`src/gpu_pkg.sv`:
```
// Shared core definitions: scheduler states, opcodes and the two-view instruction word
package gpu_pkg;

    // Width of one instruction word in program memory
    localparam int INSTR_BITS = 16;

    // Number of general purpose registers in the register file
    localparam int REG_COUNT = 16;

    // Source select for the register file write port
    localparam logic [1:0] REG_SEL_ALU = 2'd0;
    localparam logic [1:0] REG_SEL_MEM = 2'd1;
    localparam logic [1:0] REG_SEL_IMM = 2'd2;

    // Every instruction walks through a subset of these states
    typedef enum logic [2:0] {
        IDLE    = 3'd0,
        FETCH   = 3'd1,
        DECODE  = 3'd2,
        REQUEST = 3'd3,
        WAIT    = 3'd4,
        EXECUTE = 3'd5,
        UPDATE  = 3'd6,
        DONE    = 3'd7
    } core_state_t;

    // Top nibble of every instruction
    typedef enum logic [3:0] {
        NOP   = 4'h0,
        BRNZP = 4'h1,
        CMP   = 4'h2,
        ADD   = 4'h3,
        SUB   = 4'h4,
        MUL   = 4'h5,
        DIV   = 4'h6,
        LDR   = 4'h7,
        STR   = 4'h8,
        CONST = 4'h9,
        RET   = 4'hf
    } opcode_t;

    // Register format, used by the arithmetic, compare and memory instructions
    typedef struct packed {
        opcode_t    opcode;
        logic [3:0] rd;
        logic [3:0] rs;
        logic [3:0] rt;
    } instr_reg_t;

    // Immediate format, used by CONST and BRnzp (NZP mask sits in rd[2:0])
    typedef struct packed {
        opcode_t    opcode;
        logic [3:0] rd;
        logic [7:0] imm;
    } instr_imm_t;

    // Both views share the opcode and rd positions
    typedef union packed {
        instr_reg_t r;
        instr_imm_t i;
    } instr_t;

endpackage
```
`src/core_scheduler.sv`:
```
// Core scheduler: instruction state machine, current PC, memory credits and retire counter
`timescale 1ns/10ps

module core_scheduler #(
    parameter int PROGRAM_ADDR_BITS = 8,
    parameter int MEM_CREDITS       = 2
) (
    input  logic                         clk,
    input  logic                         reset,
    input  logic                         launch,
    input  logic [PROGRAM_ADDR_BITS-1:0] start_pc,
    input  logic                         decoded_mem_read,
    input  logic                         decoded_mem_write,
    input  logic                         decoded_ret,
    input  logic                         mem_credit_return,
    input  logic                         mem_rsp_valid,
    input  logic [PROGRAM_ADDR_BITS-1:0] next_pc,
    output gpu_pkg::core_state_t         core_state,
    output logic [PROGRAM_ADDR_BITS-1:0] current_pc,
    output logic                         mem_req_valid,
    output logic                         busy,
    output logic                         done,
    output logic [PROGRAM_ADDR_BITS-1:0] retired_count
);

    localparam int CREDIT_BITS = $clog2(MEM_CREDITS + 1);

    logic [CREDIT_BITS-1:0] credits;

    // A request goes out in any REQUEST cycle that still has a credit to spend
    assign mem_req_valid = (core_state == gpu_pkg::REQUEST) && (credits != '0);

    assign busy = (core_state != gpu_pkg::IDLE) && (core_state != gpu_pkg::DONE);
    assign done = (core_state == gpu_pkg::DONE);

    always_ff @(posedge clk) begin
        if (reset) begin
            core_state    <= gpu_pkg::IDLE;
            current_pc    <= '0;
            retired_count <= '0;
            credits       <= CREDIT_BITS'(MEM_CREDITS);
        end else begin
            // Returns and issues can land together, so both are applied every cycle
            credits <= credits + CREDIT_BITS'(mem_credit_return) - CREDIT_BITS'(mem_req_valid);

            case (core_state)
                gpu_pkg::IDLE, gpu_pkg::DONE: begin
                    // Done holds until software launches again
                    if (launch) begin
                        core_state    <= gpu_pkg::FETCH;
                        current_pc    <= start_pc;
                        retired_count <= '0;
                    end
                end
                gpu_pkg::FETCH: begin
                    core_state <= gpu_pkg::DECODE;
                end
                gpu_pkg::DECODE: begin
                    core_state <= gpu_pkg::EXECUTE;
                end
                gpu_pkg::EXECUTE: begin
                    // Decoded flags are valid from here on, so memory ops branch off now
                    if (decoded_mem_read || decoded_mem_write) begin
                        core_state <= gpu_pkg::REQUEST;
                    end else begin
                        core_state <= gpu_pkg::UPDATE;
                    end
                end
                gpu_pkg::REQUEST: begin
                    // Stores are posted, loads wait for their data
                    if (mem_req_valid) begin
                        core_state <= decoded_mem_read ? gpu_pkg::WAIT : gpu_pkg::UPDATE;
                    end
                end
                gpu_pkg::WAIT: begin
                    if (mem_rsp_valid) begin
                        core_state <= gpu_pkg::UPDATE;
                    end
                end
                gpu_pkg::UPDATE: begin
                    current_pc    <= next_pc;
                    retired_count <= retired_count + 1'b1;
                    core_state    <= decoded_ret ? gpu_pkg::DONE : gpu_pkg::FETCH;
                end
                default: begin
                    core_state <= gpu_pkg::IDLE;
                end
            endcase
        end
    end

endmodule

```
`config.mk`:
```
export PLATFORM = sky130hd
export DESIGN_NAME = core_scheduler
export DESIGN_NICKNAME = d
export VERILOG_FILES = /design/src/gpu_pkg.sv /design/src/core_scheduler.sv
export SDC_FILE = /design/constraint.sdc
export NUM_CORES = 1
export LEC_CHECK = 0
export BUFFER_PORTS_ARGS = -buffer_cell sky130_fd_sc_hd__buf_2
export CAP_MARGIN = 20
export CORE_MARGIN = 8
export CORE_UTILIZATION = 45
export CTS_BUF_LIST = sky130_fd_sc_hd__clkbuf_4 sky130_fd_sc_hd__clkbuf_8
export DETAILED_ROUTE_END_ITERATION = 8
export PLACE_DENSITY = 0.75
export SETUP_SLACK_MARGIN = 0.3
export SLEW_MARGIN = 40
export SYNTH_ARGS = -nofsm -noshare
export SYNTH_HDL_FRONTEND = slang
export SYNTH_SLANG_ARGS = --single-unit
```
`constraint.sdc`:
```
create_clock -name clk -period 1.4 [get_ports clk]
set_input_delay 0.42 -clock clk [delete_from_list [all_inputs] [get_ports clk]]
set_output_delay 0.42 -clock clk [all_outputs]
set_load 0.01 [all_outputs]
```
==> results of run 1 <==
final timing paths:
check | endpoint | slack, ns | cells after the start
setup / recovery | retired_count[7] | -0.31 | 9
hold / removal | current_pc[6] | 0.35 | 3
setup reg to reg | retired_count[7] | -0.31 | 9
hold reg to reg | retired_count[5] | 0.49 | 1
sequential cells by signal (all words and copies together) (netlist names):
name / flops
credits: 2
retired_count: 8
current_pc: 8
core_state: 3
cells by family after synthesis:
logic type	Yosys count	share of synthesized area (%)
AOI/OAI and AO/OA	36	26.8
xor gates and xnor gates	2	1.42
adders and majority gates	3	3.05
buffers and inverters	15	8.53
DFF	21	34.1
muxes	1	0.914
and+or+nand+nor	62	25.2
area by class of cell:
type                    instances  area share, %
clock buffers                   4           1.28
flip-flops and latches         21           19.6
repair buffers                 99           35.4
well taps                      31           1.65
multi-input cells             107           41.5
inverters                       3          0.587
power breakdown:
group	leakage (nW)	switching (mW)	internal (mW)	total [mW]
sequential	0.181	0.130	0.759	0.889
combinational	0.822	1.07	1.27	2.33
clock	0.0184	0.206	0.130	0.337
total	1.02	1.40	2.16	3.56
through the flow:
| stage | TNS [ns] | util [%] | total power, mW | cell area, um^2 | instances |
|---|---|---|---|---|---|
| 3_3_place_gp | -0.924 | 60.8 | 2.16 | 1630 | 224 |
| 3_5_place_dp | -1.66 | 60.8 | 2.23 | 1630 | 224 |
| 5_1_grt | -6.24 | 87.3 | 3.75 | 2350 | 265 |
| 4_1_cts | -3.06 | 77.8 | 3.06 | 2090 | 250 |
| 2_1_floorplan | -0.310 | - | 1.89 | 1330 | 140 |
| 6_report | -4.83 | 87.3 | 3.56 | 2350 | 265 |
timing repair:
action | in CTS | in global routing
pin swaps | 6 | 14
setup buffers | 22 | 12
resized for setup | 63 | 34
gates cloned | 0 | 3
endpoints found under the setup margin | 43 | 43
critical path: stages, from the launching register on:
cell and delay [ns]:
dfxtp_2 0.37, buf_6 0.12, buf_6 0.13, buf_6 0.11, and3b_2 0.26, buf_4 0.13, buf_6 0.11, nand4_1 0.14
nand3_1 0.13, o31ai_1 0.07
routing by layer:
layer	part of all wire, %	vias up	track usage, %
li1	-	714	-
met1	37	780	20.1
met2	53	83	34.9
met3	6.3	29	3.76
met4	4.0	0	8.95
met5	0	-	0
layout by cell type, fill, tap and decap left out, drive strengths merged:
cell and n:
a21boi 1, a21oi 3, clkbuf 4, mux2 1, o211ai 1, nor2 14
o32ai 1, and2 2, inv 3, nor2b 1, xnor2 1, a311oi 10
a41o 1, o211a 2, nand2b 4, and3b 1, and4 1, a41oi 1
and3 2, nand3b 2, o21bai 1, ha 3, o22ai 1, o21ai 5
xor2 1, a31oi 2, a31o 4, nand3 7, o21a 1, o31ai 3
a211oi 1, nor3 5, buf 99, nand4 1, nor4b 1, a2bb2oi 1
nand2 21, dfxtp 21
==> reports/qor.yml, run 1 <==
status:
  status: "finished, violations left"
  failed_checks: "setup timing"
routing:
  vias_per_cell: 6.06
  vias: 1606
  dr.pass1.iters: 6
  wire_per_inst_um: 21.5
  wl_um: 5710
  ant_nets: 0
  drcViolationCount: 0
  drt_iter0_drc: 149
floorplanning:
  coreArea_mm2: 0.00269
  top_level_ports: 46
  die_h_um: 68.3
  dieWidth_um: 68.3
  start_util_pct: 45.9
  dieArea_mm2: 0.00467
  rows: 19
critical_path:
  worstReg2RegStart: "core_state[2]"
  end_kind: "flip-flop"
  crit_fanout: 4
  crit_type: "flip-flop to flip-flop"
  cp.arrival_ns: 1.89
  cp-start-kind: "flip-flop"
  crit_required_ns: 1.59
  setup.worst_path.start: "core_state[2]"
cts:
  cts-buffers-inserted: 3
  cts_tree: "yes"
  cts_root_buf: "clkbuf_4"
  cts_sinks: 21
  ctsHoldBuffers: 0
  clockBufferDepth: 2
  ctsHtreeMaxLevel: 1
  path_clk_slew_ns: 0.15
  clkLatencyLatePin_ns: 0.31
placement:
  port_buffers: 45
  place_ws_ns: -0.160
  dp_hpwl_um: 2630
  place.gp.congestion: 0.808
timing:
  tightestPinTransition_ns: 0.359
  slew_headroom_pct: 76.0
  setup_slack_ns: -0.305
  max_freq_ghz: 0.586
  period_needed_ns: 1.71
  setup_viol: 25
  rsz0062_at_grt: "yes"
  holdWs_ns: 0.353
  hold_viol_final: 0
  slew_viol_final: 0
  worst_clock_skew_ns: 0.0217
  finalCritPeriodShare_pct: 122
job:
  max_cap_viol_count: 0
logic_synthesis:
  synthArstFlopShare_pct: 0
  yosys_warnings: 0
  syn_inst: 140
  yosysTopAreaCellShare_pct: 34.1
  synth_area_mm2: 0.00123
  synth_cell_types: 42
  synth_fp_nets: 167
  synthTopCellsByCount: "dfxtp_1 (21), nand2_1 (21), nor2_1 (14), a311oi_2 (8), nand3_1 (7)"
  synth.area.top_cells: "dfxtp_1 (34%), a311oi_2 (9.7%), nand2_1 (6.4%), buf_6 (4.6%), nor2_1 (4.3%)"
  ys_seq_area_share_pct: 34.1
  synth-main-ff-cell: "dfxtp_1"
  synth_edf_count: 0
  syn_avg_cell_area_um2: 8.80
  synth_seq_cells: 21
  synth_top_cell_by_area: "dfxtp_1"
finish:
  fin_nets: 262
  regArea_um2: 459
  n_fill_cell: 116
  drive_gt1_share_pct: 75.2
  area_growth_pct: 90.4
  num_antenna_cells: 0
  multi_input_area_um2: 975
hold_path:
  min_path_type: "primary input to flip-flop"
  min-delay-start: "next_pc[6]"
power:
  power.leakage_nw: 1.02
  p_per_area_mw_per_mm2: 1520
  ir_drop_mv: 1.42
grt:
  antenna_found_initial: 0
  grt_pass1_vias: 1515
  overflow: 0
  grt_util_all_layers_pct: 18.9
  grt_pass1_wl_um: 6960
  grt_max_degree: 23
Power figures use the tool's default switching activity.
==> inputs of run 2 (changes only) <==
--- a/config.mk
+++ b/config.mk
@@ -5,7 +5,7 @@
 export SDC_FILE = /design/constraint.sdc
 export NUM_CORES = 1
 export LEC_CHECK = 0
-export BUFFER_PORTS_ARGS = -buffer_cell sky130_fd_sc_hd__buf_2
+export BUFFER_PORTS_ARGS = -buffer_cell sky130_fd_sc_hd__buf_4
 export CAP_MARGIN = 20
 export CORE_MARGIN = 8
 export CORE_UTILIZATION = 45
==> run 2 against run 1 <==
Wire length fell by 12%. Critical endpoint is now busy. Worst hold slack got worse by 0.019 ns. Final cell count fell by 0.38%. The flow still finishes with violations (setup timing).
==> reports/qor.yml, run 2 (synthesis gave the netlist of run 1 again) <==
power:
  ir_drop_mv: 1.19
  p_clk_share_pct: 8.8
  finalPower_mw: 3.53
  comb_power_share_pct: 66.3
  internal-power_mw: 2.17
  power.leakage_nw: 1.05
  swShare_pct: 38.5
  p_seq_share_pct: 24.9
  p_per_area_mw_per_mm2: 1480
  p_switching_mw: 1.36
grt:
  grt_pass1_wl_um: 7390
  antenna_found_initial: 0
  overflow: 0
  grt_util_all_layers_pct: 20.7
  grt_pass1_vias: 1522
  grt_max_degree: 17
finish:
  fin_util_pct: 88.8
  post_layout_nonfiller_instances: 264
  num_antenna_cells: 0
  drive_gt1_share_pct: 74.2
  fin_nets: 261
  final_cell_mix: "buf_4 (62), buf_6 (35), nand2_1 (19), dfxtp_2 (14), a311oi_2 (10)"
  stdcell_area_mm2: 0.00238
  final_common_cell: "buf_4"
  area_growth_pct: 93.5
  reg.largest.list: "current_pc x8, retired_count x8, core_state x3"
timing:
  finalCritPeriodShare_pct: 117
  period_needed_ns: 1.63
  rsz0062_at_grt: "yes"
  setup_slack_ns: -0.231
  holdWs_ns: 0.335
  setup_viol: 26
  hold_viol_final: 0
  tightestPinTransition_ns: 0.283
  max_freq_ghz: 0.613
  tns_ns: -3.74
  worst_clock_skew_ns: 0.00944
  slew_headroom_pct: 81.0
  slew_viol_final: 0
cts:
  clkLatencyLatePin_ns: 0.31
  path_clk_slew_ns: 0.13
  cts_sinks: 21
  clockBufferDepth: 2
  ctsHtreeMaxLevel: 1
  cts_tree: "yes"
  cts_root_buf: "clkbuf_4"
  ctsHoldBuffers: 0
  cts-buffers-inserted: 3
routing:
  drt_iter0_drc: 80
  drcViolationCount: 0
  wl_um: 5050
  wire_per_inst_um: 19.1
  ant_nets: 0
  dr.pass1.iters: 4
  vias_per_cell: 5.86
  vias: 1547
critical_path:
  crit_fanout: 10
  path_cells: "buf_6 > and3_4 > nor2_4 > buf_6"
  cp-start-kind: "flip-flop"
  cp.arrival_ns: 1.21
  crit_type: "flip-flop to output pin"
  slowest_delay_ns: 0.40
  critical_path.slowest_cell: "dfxtp_4"
  cp.buffers_inverters: 2
  crit_family: "flip-flops"
  critPathMostFrequentCell: "buf_6"
  end_kind: "output pin"
  crit_required_ns: 0.98
placement:
  placed_area_mm2: 0.00175
  dp_hpwl_um: 2700
  place_ws_ns: -0.172
  port_buffers: 45
  place.gp.congestion: 0.807
  dp.cells: 225
floorplanning:
  top_level_ports: 46
  dieWidth_um: 68.3
  coreArea_mm2: 0.00269
  start_util_pct: 45.9
  dieArea_mm2: 0.00467
  rows: 19
  die_h_um: 68.3
hold_path:
  min_path_type: "primary input to flip-flop"
status:
  failed_checks: "setup timing"
  status: "finished, violations left"
job:
  max_cap_viol_count: 0
[run 2: layer usage]
| layer | share of wire, % | global-route usage [%] |
|---|---|---|
| met1 | 39 | 23.1 |
| met2 | 52 | 38.6 |
| met3 | 6.1 | 3.27 |
| met4 | 2.3 | 7.42 |
| met5 | 0 | 0 |
[run 2: final timing paths]
path	start	endpoint	slack (ns)	cells after the start
hold reg to reg	retired_count[7]	retired_count[7]	0.55	2
hold / removal	reset	retired_count[7]	0.33	2
setup reg to reg	credits[0]	credits[1]	-0.22	8
setup / recovery	core_state[1]	busy	-0.23	4
[run 2: timing repair]
action	4_1_cts	5_1_grt
pin swaps	12	19
setup endpoints to repair	43	43
gates cloned	1	2
buffers inserted	29	3
endpoints found under the hold margin	0	0
gates resized for setup	76	15
[run 2: layout make-up]
| class | instances | area [um^2] |
|---|---|---|
| inverters | 3 | 11.3 |
| flip-flops and latches | 21 | 464 |
| clock buffers | 3 | 22.5 |
| fillers | 120 | 302 |
| multi-input cells | 107 | 968 |
| well taps | 31 | 38.8 |
| clock inverters | 1 | 5.00 |
| repair buffers | 98 | 875 |
[run 2: power groups by stage]
| stage | Sequential, mW | Combinational, mW | Clock (mW) |
|---|---|---|---|
| floorplan | 0.895 | 0.993 | 0 |
| global placement | 0.857 | 1.42 | 0 |
| detailed placement | 0.868 | 1.46 | 0 |
| CTS | 0.865 | 2.16 | 0.304 |
| global route | 0.895 | 2.47 | 0.335 |
| finish | 0.880 | 2.34 | 0.309 |
